File: src/logic/ara_defines.svh
//////////////////////////////////////////////////
// Vector unit configuration
// Lane count, element width and result latency
//////////////////////////////////////////////////

`ifndef ARA_DEFINES_SVH
`define ARA_DEFINES_SVH

// Number of parallel lanes
`define ARA_NR_LANES 4

// Element width in bits
`define ARA_ELEN 16

// Cycles from accepted instruction to result
// One for the lanes, one for the merge
`define ARA_LATENCY 2

`endif

File: src/logic/ara_pkg.sv
//////////////////////////////////////////////////
// Vector unit types
// Element, whole vector, per-lane mask and the
// operation codes shared by all blocks
//////////////////////////////////////////////////

`include "ara_defines.svh"

package ara_pkg;

  // One vector element
  typedef logic [`ARA_ELEN-1:0] elem_t;

  // Whole vector with lane 0 in the low bits
  typedef logic [`ARA_NR_LANES*`ARA_ELEN-1:0] vec_t;

  // One bit per lane
  typedef logic [`ARA_NR_LANES-1:0] lane_mask_t;

  // Operation codes
  typedef enum logic [2:0] {
    VOP_ADD   = 3'd0,  // wrapping vs2 + vs1
    VOP_SUB   = 3'd1,  // wrapping vs2 - vs1
    VOP_AND   = 3'd2,
    VOP_OR    = 3'd3,
    VOP_XOR   = 3'd4,
    VOP_SADDU = 3'd5   // clamps to all ones
  } vop_e;

endpackage : ara_pkg

File: src/logic/lane_alu.sv
//////////////////////////////////////////////////
// Lane array
// Element-wise arithmetic and logic over all
// lanes in parallel, one register stage with a
// saturation bit per lane
//////////////////////////////////////////////////

`timescale 1ns/1ps

`include "ara_defines.svh"

module lane_alu import ara_pkg::*; (
  input  logic       clk_i,
  input  logic       reset_i,
  input  logic       valid_i,
  input  vop_e       op_i,
  input  vec_t       vs1_i,
  input  vec_t       vs2_i,
  output vec_t       alu_result_o,
  output lane_mask_t alu_sat_o,
  output logic       alu_valid_o
);

  vec_t       result_d;
  lane_mask_t sat_d;

  //////////////////////////////////////////////////
  // Lanes

  for (genvar l = 0; l < `ARA_NR_LANES; l++) begin : gen_lane
    elem_t              op_a;
    elem_t              op_b;
    logic [`ARA_ELEN:0] sum;
    elem_t              res;
    logic               sat;

    assign op_a = vs2_i[l*`ARA_ELEN +: `ARA_ELEN];
    assign op_b = vs1_i[l*`ARA_ELEN +: `ARA_ELEN];

    // Extra bit keeps the carry for saturation
    assign sum = {1'b0, op_a} + {1'b0, op_b};

    always_comb begin
      sat = 1'b0;
      case (op_i)
        VOP_ADD: res = sum[`ARA_ELEN-1:0];
        VOP_SUB: res = op_a - op_b;
        VOP_AND: res = op_a & op_b;
        VOP_OR:  res = op_a | op_b;
        VOP_XOR: res = op_a ^ op_b;
        VOP_SADDU: begin
          // Carry out means the sum passed all ones
          res = sum[`ARA_ELEN] ? '1 : sum[`ARA_ELEN-1:0];
          sat = sum[`ARA_ELEN];
        end
        default: res = '0;
      endcase
    end

    assign result_d[l*`ARA_ELEN +: `ARA_ELEN] = res;
    assign sat_d[l]                           = sat;
  end : gen_lane

  //////////////////////////////////////////////////
  // Output stage

  always_ff @(posedge clk_i) begin
    if (reset_i) begin
      alu_valid_o <= 1'b0;
    end else begin
      alu_valid_o <= valid_i;
    end
  end

  // Payload only moves with an instruction
  always_ff @(posedge clk_i) begin
    if (valid_i) begin
      alu_result_o <= result_d;
      alu_sat_o    <= sat_d;
    end
  end

  a_op_defined: assert property (@(posedge clk_i) disable iff (reset_i)
    valid_i |-> op_i inside {VOP_ADD, VOP_SUB, VOP_AND, VOP_OR, VOP_XOR, VOP_SADDU})
    else $error("lane_alu: undefined operation code %0d", op_i);

endmodule : lane_alu

File: src/logic/mask_unit.sv
//////////////////////////////////////////////////
// Mask unit
// Turns mask and unmasked flag into per-element
// write enables and holds the old destination
//////////////////////////////////////////////////

`timescale 1ns/1ps

module mask_unit import ara_pkg::*; (
  input  logic       clk_i,
  input  logic       reset_i,
  input  logic       valid_i,
  input  logic       vm_i,
  input  lane_mask_t mask_i,
  input  vec_t       vd_old_i,
  output lane_mask_t wr_en_o,
  output vec_t       vd_keep_o,
  output logic       mask_valid_o
);

  lane_mask_t wr_en_d;

  // Unmasked instructions write every element
  assign wr_en_d = vm_i ? '1 : mask_i;

  // Valid strobe runs beside the lane array
  always_ff @(posedge clk_i) begin
    if (reset_i) begin
      mask_valid_o <= 1'b0;
    end else begin
      mask_valid_o <= valid_i;
    end
  end

  // Enables and undisturbed destination
  // Held while the pipeline is idle
  always_ff @(posedge clk_i) begin
    if (valid_i) begin
      wr_en_o   <= wr_en_d;
      vd_keep_o <= vd_old_i;
    end
  end

endmodule : mask_unit

File: src/logic/result_merge.sv
//////////////////////////////////////////////////
// Result merge
// Writes active elements with the lane result and
// keeps the old destination elsewhere
// Sticky saturation flag from active lanes only
//////////////////////////////////////////////////

`timescale 1ns/1ps

`include "ara_defines.svh"

module result_merge import ara_pkg::*; (
  input  logic       clk_i,
  input  logic       reset_i,
  input  logic       alu_valid_i,
  input  logic       mask_valid_i,
  input  vec_t       alu_result_i,
  input  lane_mask_t alu_sat_i,
  input  lane_mask_t wr_en_i,
  input  vec_t       vd_keep_i,
  input  logic       vxsat_clr_i,
  output vec_t       result_o,
  output logic       result_valid_o,
  output logic       vxsat_o
);

  vec_t merged;
  logic sat_set;

  // Per element select
  for (genvar l = 0; l < `ARA_NR_LANES; l++) begin : gen_elem
    assign merged[l*`ARA_ELEN +: `ARA_ELEN] = wr_en_i[l] ?
                                              alu_result_i[l*`ARA_ELEN +: `ARA_ELEN] :
                                              vd_keep_i[l*`ARA_ELEN +: `ARA_ELEN];
  end : gen_elem

  // Only active lanes of a live instruction count
  assign sat_set = alu_valid_i & (|(alu_sat_i & wr_en_i));

  always_ff @(posedge clk_i) begin
    if (reset_i) begin
      result_o       <= '0;
      result_valid_o <= 1'b0;
    end else begin
      result_valid_o <= alu_valid_i;
      if (alu_valid_i) begin
        result_o <= merged;
      end
    end
  end

  // Set beats clear on the same edge
  always_ff @(posedge clk_i) begin
    if (reset_i) begin
      vxsat_o <= 1'b0;
    end else if (sat_set) begin
      vxsat_o <= 1'b1;
    end else if (vxsat_clr_i) begin
      vxsat_o <= 1'b0;
    end
  end

  //////////////////////////////////////////////////
  // Checks

  // Both side units see the same instructions
  a_valid_aligned: assert property (@(posedge clk_i) disable iff (reset_i)
    alu_valid_i == mask_valid_i)
    else $error("result_merge: lane and mask valid out of step");

  a_sat_needs_insn: assert property (@(posedge clk_i) disable iff (reset_i)
    !alu_valid_i |=> !$rose(vxsat_o))
    else $error("result_merge: vxsat rose without an instruction");

endmodule : result_merge

File: src/logic/ara_top.sv
//////////////////////////////////////////////////
// Vector unit top level
// Lane array and mask unit side by side, feeding
// the result merge. Two cycles per instruction
//////////////////////////////////////////////////

`timescale 1ns/1ps

module ara_top import ara_pkg::*; (
  input  logic       clk_i,
  input  logic       reset_i,
  // Instruction
  input  logic       valid_i,
  input  vop_e       op_i,
  input  vec_t       vs1_i,
  input  vec_t       vs2_i,
  input  vec_t       vd_old_i,
  input  lane_mask_t mask_i,
  input  logic       vm_i,
  // Saturation flag
  input  logic       vxsat_clr_i,
  output logic       vxsat_o,
  // Result
  output vec_t       result_o,
  output logic       result_valid_o
);

  vec_t       alu_result;
  lane_mask_t alu_sat;
  logic       alu_valid;
  lane_mask_t wr_en;
  vec_t       vd_keep;
  logic       mask_valid;

  //////////////////////////////////////////////////
  // Execute stage

  lane_alu i_lane_alu (
    .clk_i       (clk_i     ),
    .reset_i     (reset_i   ),
    .valid_i     (valid_i   ),
    .op_i        (op_i      ),
    .vs1_i       (vs1_i     ),
    .vs2_i       (vs2_i     ),
    .alu_result_o(alu_result),
    .alu_sat_o   (alu_sat   ),
    .alu_valid_o (alu_valid )
  );

  mask_unit i_mask_unit (
    .clk_i       (clk_i     ),
    .reset_i     (reset_i   ),
    .valid_i     (valid_i   ),
    .vm_i        (vm_i      ),
    .mask_i      (mask_i    ),
    .vd_old_i    (vd_old_i  ),
    .wr_en_o     (wr_en     ),
    .vd_keep_o   (vd_keep   ),
    .mask_valid_o(mask_valid)
  );

  //////////////////////////////////////////////////
  // Merge stage

  result_merge i_result_merge (
    .clk_i         (clk_i         ),
    .reset_i       (reset_i       ),
    .alu_valid_i   (alu_valid     ),
    .mask_valid_i  (mask_valid    ),
    .alu_result_i  (alu_result    ),
    .alu_sat_i     (alu_sat       ),
    .wr_en_i       (wr_en         ),
    .vd_keep_i     (vd_keep       ),
    .vxsat_clr_i   (vxsat_clr_i   ),
    .result_o      (result_o      ),
    .result_valid_o(result_valid_o),
    .vxsat_o       (vxsat_o       )
  );

endmodule : ara_top

File: config.mk
export PLATFORM = sky130hd
export DESIGN_NAME = ara_top
export DESIGN_NICKNAME = d
export VERILOG_FILES = /design/src/logic/ara_pkg.sv /design/src/logic/lane_alu.sv /design/src/logic/mask_unit.sv /design/src/logic/result_merge.sv /design/src/logic/ara_top.sv
export VERILOG_INCLUDE_DIRS = /design/src /design/src/logic
export SDC_FILE = /design/constraint.sdc
export NUM_CORES = 1
export LEC_CHECK = 0
export BUFFER_PORTS_ARGS = -buffer_cell sky130_fd_sc_hd__buf_2
export CAP_MARGIN = 20
export CORE_ASPECT_RATIO = 1.75
export CORE_MARGIN = 2
export CORE_UTILIZATION = 25
export CTS_CLUSTER_DIAMETER = 40
export CTS_CLUSTER_SIZE = 30
export DETAILED_ROUTE_END_ITERATION = 12
export SETUP_SLACK_MARGIN = 0.15
export SLEW_MARGIN = 20
export SYNTH_ARGS = -nofsm -noshare
export SYNTH_HDL_FRONTEND = slang
export SYNTH_SLANG_ARGS = --single-unit
File: constraint.sdc
create_clock -name clk_i -period 5.7 [get_ports clk_i]
set_input_delay 0.285 -clock clk_i [delete_from_list [all_inputs] [get_ports clk_i]]
set_output_delay 0.285 -clock clk_i [all_outputs]
set_load 0.03 [all_outputs]
[Word-level counts from Yosys, hierarchy flattened]
Index checks and enable logic that the tools add are counted.
Operators by class
  $add $sub $neg: 8
  equality and inequality tests: 5
  multiplexer cells: 14
  bitwise gates (word level): 14
  reductions and logical operators: 3
Operators with widths (number)
  16-bit one-hot mux with 6 select lines: 4
  16-bit 2-to-1 mux: 8
  16-bit by 16-bit adder with 17-bit output: 4
  16-bit AND: 4
  16-bit OR: 4
  16-bit subtractor: 4
  16-bit XOR: 4
  3-bit by 2-bit equality test with 1-bit output (second input constant): 2
  3-bit equality test (second input constant): 2
  4-bit AND: 1
  4-bit OR reduction: 1
  3-bit by 1-bit equality test with 1-bit output (second input constant): 1
  3-bit zero test: 1
  1-bit 2-to-1 mux: 2
  2-bit nonzero test: 1
  1-bit AND: 1
Word-level totals
  flip-flop bits (word level): 203
  output and inout port bits: 66
  word-level logic and storage cells: 52

[Logic depth before layout (Yosys ltp)]
Gate-level depths: netlist (run 1).
  depth after elaboration: 4
  mapped depth: 12

[Modules after synthesis]
From an unflattened synthesis (run 1), not the netlist that was laid out.
Second synthesis, totals
  cell total of the unflattened synthesis: 1783
  area, all modules: 16331.9 um^2
Modules (own cells, without submodules)
  lane_alu: times used 1, cells each 1416, area an instance 11174.5 um^2, sequential area each 2062.0 um^2
  result_merge: times used 1, cells each 293, area an instance 3064.2 um^2, sequential area each 1321.3 um^2
  mask_unit: times used 1, cells each 74, area an instance 2093.3 um^2, sequential area each 2062.0 um^2

[Least setup slack after synthesis (run 1)]
Ideal clock, no wire load.
  kind: input to register
  start: input port vs1_i[49]
  end: register i_lane_alu.alu_result_o[59], data pin
  library setup time: 0.259 ns
  data arrival time: 2.541 ns
  data required time: 5.441 ns
  slack: 2.900 ns
  stages: 10
  buffers on the path: 0
  path through: inv_1 ha_1 o21ba_1 or4_4 a311o_1 a21oi_2 o221ai_2 nor3b_1 xnor2_1 a211o_1
On the way
  cells in the longest elaborated chain, start to end: 3
RTL lines
  start, declared: RTL line ara_top.sv:15  | input vec_t vs1_i,
  16-bit by 16-bit adder with 17-bit output: RTL line lane_alu.sv:41  | assign sum = {1'b0, op_a} + {1'b0, op_b};
  16-bit 2-to-1 mux: RTL line lane_alu.sv:53  | res = sum[`ARA_ELEN] ? '1 : sum[`ARA_ELEN-1:0];
  16-bit one-hot mux with 6 select lines (*): RTL line lane_alu.sv:45  | case (op_i)
  via i_lane_alu.gen_lane[3].res[11]: RTL line lane_alu.sv:34  | elem_t res;
  end signal, assigned: RTL line lane_alu.sv:78  | alu_result_o <= result_d;
  end, declared: RTL line lane_alu.sv:19  | output vec_t alu_result_o,
The timed path passes the listed nets; every way through them passes the cells marked *.
A chain may end at the register's enable or synchronous reset.

[Worst setup path after layout (run 1)]
  start: input port op_i[0]
  end: register i_lane_alu.alu_result_o[46], data pin
On the way
  cells in the longest elaborated chain, start to end: 2
RTL lines
  start, declared: RTL line ara_top.sv:14  | input vop_e op_i,
  3-bit equality test, or another cell as far along: RTL line lane_alu.sv:45
  16-bit one-hot mux with 6 select lines (*): RTL line lane_alu.sv:45
  via i_lane_alu.gen_lane[2].res[14]: RTL line lane_alu.sv:34
Marked as above.

==> results by group, run 1 <==
Drt
  • Routed vias: 14,900
  • DR vias/cell: 5.00
  • First-pass detailed-route iteration total: 5
  • # DRC: 0
  • Total Wirelength: 58,600 um
  • Final ANT Viol Nets: 0
  • Initial DRC count: 755
  • Wire per inst: 19.6 um

Die
  • Die height: 342 um
  • Initial core utilization: 0.251
  • Die area: 67,500 um^2
  • Row cnt: 124
  • Core area: 65,000 um^2
  • Num ports: 270
  • Die W: 197 um

Placed design
  • Final Wtd Congestion: 0.920
  • Input/output buffers: 269
  • Post-DP HPWL: 44,900 um

Synthesis
  • Netlist cell types: 82
  • Most used DFF post-synth: edfxtp_1
  • Compound-Gate Fraction of Synth Area: 0.236
  • XOR/XNOR Fraction of Synth Area: 0.0338
  • Synth warn: 0
  • Mapped Cells: 1,876
  • Synth Area in Adders: 0.156
  • EDFF count, synth: 136
  • Number of synthesized register bits: 203
  • Multiplexer area fraction after synthesis: 0.0435
  • Largest family of logic cells by synthesized area: compound AO/OA/AOI/OAI gates
  • Synthesized area per cell: 8.71 um^2
  • Seq/Total Area, Yosys: 0.332
  • Syn Std Cell Area: 16,300 um^2
  • Post-Synth Simple-Gate Area: 0.127
  • Ys async rst share: 0
  • Net Count, Synth: 2,276

Critical path
  • Critical Path End Type: register
  • Data required, critical path: 6080 ps
  • Crit-path max cell delay: 750 ps
  • Cell mode on critical path: buf_4
  • Arrival time worst endpoint: 3300 ps
  • Worst r2r src: i_lane_alu.alu_valid_o
  • Top delay family on crit path: simple AND/OR/NAND/NOR gates
  • Critical path origin: op_i[0]
  • WS Path Type: primary input to register
  • Worst-path maximum fanout: 72
  • WP buf/inv: 2
  • CP max stage cell: nand3_1
  • Worst Setup Start Kind: primary input
  • CP cell instances: buf_4 -> buf_4 -> nand3_1 -> or4_1 -> o2111a_1 -> o211ai_1

STA
  • Crit path time final: 2930 ps
  • Endpoints failing setup: 0
  • Slew @ Worst Pin: 1110 ps
  • Relative slew slack: 0.261
  • RSZ-0062 raised after global routing: false
  • Final hold violations: 0
  • Max-slew violations: 0
  • Clock Skew: 20.6 ps
  • Setup TNS: 0 ps
  • Final Cycle Share: 0.513
  • Fmax: 342 MHz

Layout
  • Layout cells sized above 1: 0.166
  • Commonest non-fill, non-tap cell in the layout: buf_2
  • # fillers: 6,893
  • Register area: 5430 um^2
  • Synth-to-layout area growth: 22.2%
  • Area of the multi-input gates: 9750 um^2
  • Final Core Density: 0.307
  • Final net count: 2,533
  • Most frequent cells in the layout: buf_2 (267), nor2_1 (201), ha_1 (188)

Clock tree
  • Inserted Clock Buffers: 23
  • CTS tree: built
  • CTS max path bufs: 3
  • Worst-skew pair later-pin latency: 560 ps
  • Htree depth: 1
  • CTS clk-pin slew, worst paths: 80 ps
  • Num Clock Sinks: 203
  • Root Driver: clkbuf_16
  • Post-CTS resize count: 0
  • Post-CTS setup buffers: 0

Power
  • Maximum VDD drop: 0.000162 V
  • P_leak: 8.73 nW
  • Cell Pwr Density: 245 nW/um^2

Global routing
  • Total GRT Usage: 0.170
  • Congestion Overflow GR: 0
  • Initial antenna violation count: 28
  • Largest net degree at the start of global routing: 84
  • First-pass GRT wire length: 87,500 um
  • Vias in the first global route: 14,700

Run status
  • Outcome: finished, final reports clean

Worst hold path
  • Worst hold start: vm_i
  • Min-Delay Path Class: primary input to register

Job
  • Number of max-cap violations: 0
Yosys cell counts, drive strengths merged, types with 7 or more instances:
cell / number / area [um^2]
a211oi: 102 / 771
a21oi: 145 / 729
xor2: 11 / 96.3
o211ai: 28 / 215
fa: 8 / 160
or3: 11 / 68.8
a21o: 23 / 173
o22ai: 11 / 68.8
o41ai: 7 / 61.3
nand3: 25 / 125
a221oi: 15 / 131
edfxtp: 136 / 4080
a31oi: 13 / 81.3
nor3: 35 / 175
nand2: 111 / 417
o21bai: 18 / 135
o31ai: 10 / 75.1
nor2b: 18 / 113
o221ai: 31 / 278
o32ai: 7 / 61.3
ha: 188 / 2350
clkbuf: 106 / 398
mux2i: 71 / 711
xnor2: 52 / 455
o21ai: 93 / 465
buf: 17 / 82.6
nand2b: 20 / 125
inv: 181 / 679
or2: 9 / 56.3
nor2: 203 / 762
dfxtp: 67 / 1340
logic make-up (layout without fill, tap and decap cells):
group | count (synthesis) | in the layout
muxes | 71 | 71
buffers and inverters | 305 | 579
xor gates and xnor gates | 63 | 63
DFF | 203 | 203
and+or+nand+nor | 465 | 465
other | 0 | 11
AOI/OAI and AO/OA | 569 | 569
adders and majority gates | 200 | 200
power breakdown:
part,internal [W],switching [W]
Combinational,0.000536,0.000814
Clock,0.000851,0.000852
Sequential,0.00174,0.000105
metrics by stage:
stage          worst slack (ps)  hold slack [ps]  cell area, um^2  power, W  std cells
2_1_floorplan              2900              384            16300   0.00272       1876
4_1_cts                    2840             3.83            19900   0.00497       2968
3_3_place_gp               2270              462            18400   0.00318       2856
6_report                   2770             45.6            20000   0.00490       2980
5_1_grt                    2530             30.7            20000   0.00516       2976
3_5_place_dp               2230              463            18400   0.00319       2856
layout make-up:
| cell class | count | share of cell area |
|---|---|---|
| Multi-Input combinational cell | 1368 | 0.488 |
| Sequential cell | 203 | 0.272 |
| Timing Repair Buffer | 355 | 0.109 |
| Tap cell | 819 | 0.0513 |
| Inverter | 182 | 0.0342 |
| Clock buffer | 23 | 0.0288 |
| Clock inverter | 19 | 0.0147 |
| Antenna cell | 11 | 0.00138 |
repair_timing:
| item | in CTS | in global routing |
|---|---|---|
| hold endpoints to repair | 68 | 0 |
| setup endpoints to repair | 0 | 0 |
| hold buffers | 70 | 0 |
sequential cells by signal, summed over array words and instances (netlist names):
name	count
i_lane_alu.alu_sat_o	4
i_lane_alu.alu_valid_o	1
i_result_merge.result_valid_o	1
i_result_merge.result_o	64
i_lane_alu.alu_result_o	64
i_mask_unit.vd_keep_o	64
i_mask_unit.wr_en_o	4
i_result_merge.vxsat_o	1
final timing paths:
path | end | slack, ps | depth (start not counted)
setup / recovery | i_lane_alu.alu_result_o[46] | 2770 | 6
hold / removal | i_mask_unit.wr_en_o[3] | 50 | 2
setup reg to reg | i_result_merge.result_o[56] | 3640 | 3
hold reg to reg | i_result_merge.vxsat_o | 480 | 2
per-layer routing:
layer,global-route usage,share of wire
met1,0.190,0.39
met5,0,0.0030
met3,0.0373,0.070
met2,0.302,0.49
met4,0.0827,0.048
(Power assumes the default switching activity.)
==> run 2, diff against run 1 <==
Settings changed: ABC_AREA set to 1.
Clock period 5.7 ns to 2.6 ns, I/O delays scaled along.
==> run 2 against run 1 <==
The run now ends with negative hold slack left. Die area rose by 9.4%. Highest routed layer unchanged. Clock skew rose by 6.2 ps. Critical endpoint is now i_lane_alu.alu_result_o[13]. Clock power increased by 110%. Setup slack worse by 2000 ps. Via count up 22%. Power grew 120%.
==> results by group, run 2 <==
Drt
  • Final ANT Viol Nets: 0 (unchanged)
  • First-pass detailed-route iteration total: 9 (+4)
  • DR vias/cell: 4.70 (-5.9%)
  • Routed vias: 18,100 (+22%)
  • # DRC: 0 (unchanged)
  • Total Wirelength: 70,300 um (+20%)
  • Initial DRC count: 1,184 (+57%)
  • Wire per inst: 18.2 um (-7.2%)

Die
  • Row cnt: 129 (+4.0%)
  • Core area: 70,700 um^2 (+8.7%)
  • Num ports: 270 (unchanged)
  • Die area: 73,800 um^2 (+9.4%)
  • Die W: 206 um (+4.6%)
  • Initial core utilization: 0.253 (+0.00178)
  • Die height: 358 um (+4.6%)

Critical path
  • WP buf/inv: 3 (+1)
  • WP depth: 13 (+7)
  • FF-to-FF End: i_result_merge.result_o[14]
  • End of the critical path: i_lane_alu.alu_result_o[13]
  • CP cell instances: buf_2 -> ha_1 -> inv_1 -> fa_1 -> inv_1 -> nand3_1 -> nand3_1 -> nand2_1 -> nand2_1 -> nand2_1 -> nand2_4 -> a21oi_1 -> nand3_1
  • Data required, critical path: 2850 ps (-3230 ps)
  • R2R setup slack: 930 ps (-2710 ps)
  • Crit-path max cell delay: 270 ps (-480 ps)
  • Worst Setup Start Kind: primary input
  • Critical Path End Type: register
  • Arrival time worst endpoint: 2040 ps (-1260 ps)
  • Critical path origin: vs1_i[0]
  • WS Path Type: primary input to register
  • CP max stage cell: a21oi_1
  • Worst-path maximum fanout: 7 (-90%)
  • Reg2reg path depth: 3 (unchanged)
  • Top delay family on crit path: simple AND/OR/NAND/NOR gates
  • Worst r2r src: i_mask_unit.wr_en_o[0]

Clock tree
  • CTS max path bufs: 3 (unchanged)
  • CTS clk-pin slew, worst paths: 70 ps (about the same)
  • Htree depth: 1 (unchanged)
  • Worst-skew pair later-pin latency: 570 ps (about the same)
  • Root Driver: clkbuf_16
  • Post-CTS resize count: 0 (unchanged)
  • CTS tree: built
  • Inserted Clock Buffers: 25 (+8.7%)
  • Num Clock Sinks: 203 (unchanged)

Synthesis
  • Number of synthesized register bits: 203 (unchanged)
  • Synthesized area per cell: 6.84 um^2 (-21%)
  • Most used DFF post-synth: edfxtp_1
  • Top-count cell post-synth: nand2_1
  • Top cell type's share of synthesized area: 0.228 (-0.0217)
  • Synth warn: 0 (unchanged)
  • Mapped Cells: 2,614 (+39%)
  • Net Count, Synth: 3,014 (+32%)
  • Post-synth top area cell: edfxtp_1
  • Synth top cells by count: nand2_1 (722), inv_1 (457), nand3_1 (238), a21oi_1 (236), ha_1 (188)
  • Ys async rst share: 0 (unchanged)
  • Netlist cell types: 45 (-45%)
  • EDFF count, synth: 136 (unchanged)
  • Seq/Total Area, Yosys: 0.303 (-0.0289)
  • Largest cells by area after synthesis: edfxtp_1 (23%), nand2_1 (15%), ha_1 (13%)
  • Syn Std Cell Area: 17,900 um^2 (+9.5%)

Power
  • Comb pwr share: 0.292 (+0.016)
  • P_leak: 11.2 nW (+28%)
  • Cell Pwr Density: 495 nW/um^2 (+100%)
  • Maximum VDD drop: 0.000368 V (+130%)
  • Sw Pwr: 0.00391 W (+120%)
  • Cell internal pwr: 0.00686 W (+120%)
  • Sequential power share: 0.370 (-0.006)
  • Clock share of power: 0.338 (-0.010)
  • Switch share: 0.363 (+0.00137)

STA
  • Relative slew slack: 0.480 (+0.219)
  • Max-slew violations: 0 (unchanged)
  • RSZ-0062 raised after global routing: false
  • Setup TNS: 0 ps (unchanged)
  • Endpoints failing setup: 0 (unchanged)
  • Worst hold slack: -3.47 ps (-49.1 ps)
  • Fmax: 558 MHz
  • Crit path time final: 1790 ps
  • Final Cycle Share: 0.689
  • Final hold violations: 1 (+1)
  • Slew @ Worst Pin: 780 ps (-328 ps)
  • Clock Skew: 26.8 ps (+6.21 ps)

Layout
  • Most frequent cells in the layout: nand2_1 (721), inv_1 (455), buf_2 (268)
  • Commonest non-fill, non-tap cell in the layout: nand2_1
  • Synth-to-layout area growth: 21.6%
  • Final net count: 3,303 (+30%)
  • Layout cells sized above 1: 0.132 (-0.0336)
  • Finished Cell Area: 21,800 um^2 (+8.9%)
  • Largest regs: i_lane_alu.alu_result_o (64), i_mask_unit.vd_keep_o (64), i_result_merge.result_o (64)

Placed design
  • Final Wtd Congestion: 0.989 (+7.5%)
  • Post-DP HPWL: 56,600 um (+26%)
  • Area post-placement: 20,100 um^2 (+9.7%)
  • Input/output buffers: 269 (unchanged)

Global routing
  • First-pass GRT wire length: 103,000 um (+17%)
  • Congestion Overflow GR: 0 (unchanged)
  • Largest net degree at the start of global routing: 65 (-23%)
  • Vias in the first global route: 17,600 (+19%)
  • Initial antenna violation count: 36 (+29%)
  • Total GRT Usage: 0.183 (+0.0137)

Run status
  • Failing checks: negative hold slack
  • Outcome: finished with violations

Job
  • Number of max-cap violations: 0 (unchanged)

Worst hold path
  • Min-Delay Path Class: primary input to register
[run 2: layout make-up]
class	instances	area, um^2
Multi-Input combinational cell	1837	10100
Sequential cell	203	5430
Clock inverter	17	215
Inverter	471	1770
Fill cell	7738	48900
Timing Repair Buffer	365	2350
Clock buffer	28	658
Antenna cell	19	47.5
Tap cell	917	1150
[run 2: per-layer routing]
metal,part of all wire,vias to the layer above,routed length (um),track usage
met5,0.0023,-,162,0
met4,0.060,30,4210,0.104
met3,0.063,199,4410,0.0401
met2,0.51,519,35900,0.340
met1,0.36,8317,25700,0.188
li1,-,9074,-,-
[run 2: per-stage QoR]
step,total power (W),std cells,util,worst slack [ps]
after detailed placement,0.00710,3723,0.285,282
after global routing,0.0114,3851,0.307,738
after CTS,0.0109,3838,0.307,881
final,0.0108,3857,0.308,808
after floorplan,0.00597,2614,-,937
after global placement,0.00708,3723,0.285,291
[run 2: cells by family after synthesis]
| kind of cell | share of synthesized area |
|---|---|
| buffers and inverters | 0.131 |
| xor gates and xnor gates | 0.00441 |
| AOI/OAI and AO/OA | 0.133 |
| DFF | 0.303 |
| and+or+nand+nor | 0.289 |
| adders and majority gates | 0.140 |
[run 2: worst min path at each step]
stage                       from                        end  slack [ps]  cells after the start
floorplan                reset_i     i_lane_alu.alu_valid_o         200                      1
global placement    vd_old_i[62]  i_mask_unit.vd_keep_o[62]         310                      1
detailed placement   vd_old_i[0]   i_mask_unit.vd_keep_o[0]         310                      1
CTS                         vm_i     i_mask_unit.wr_en_o[3]          20                      2
global route                vm_i     i_mask_unit.wr_en_o[3]          20                      2
finish                      vm_i     i_mask_unit.wr_en_o[3]          -3                      2
[run 2: timing repair]
action                                 CTS  global route
endpoints found under the hold margin   71             0
hold buffers                            70             0
setup buffers                            0             0
[run 2: power groups by stage]
stage / registers [W] / clock network [W] / logic, W
after floorplan: 0.00408 / 0 / 0.00189
after global placement: 0.00406 / 0 / 0.00302
after detailed placement: 0.00406 / 0 / 0.00304
after CTS: 0.00399 / 0.00375 / 0.00314
after global routing: 0.00401 / 0.00385 / 0.00350
final: 0.00398 / 0.00364 / 0.00315
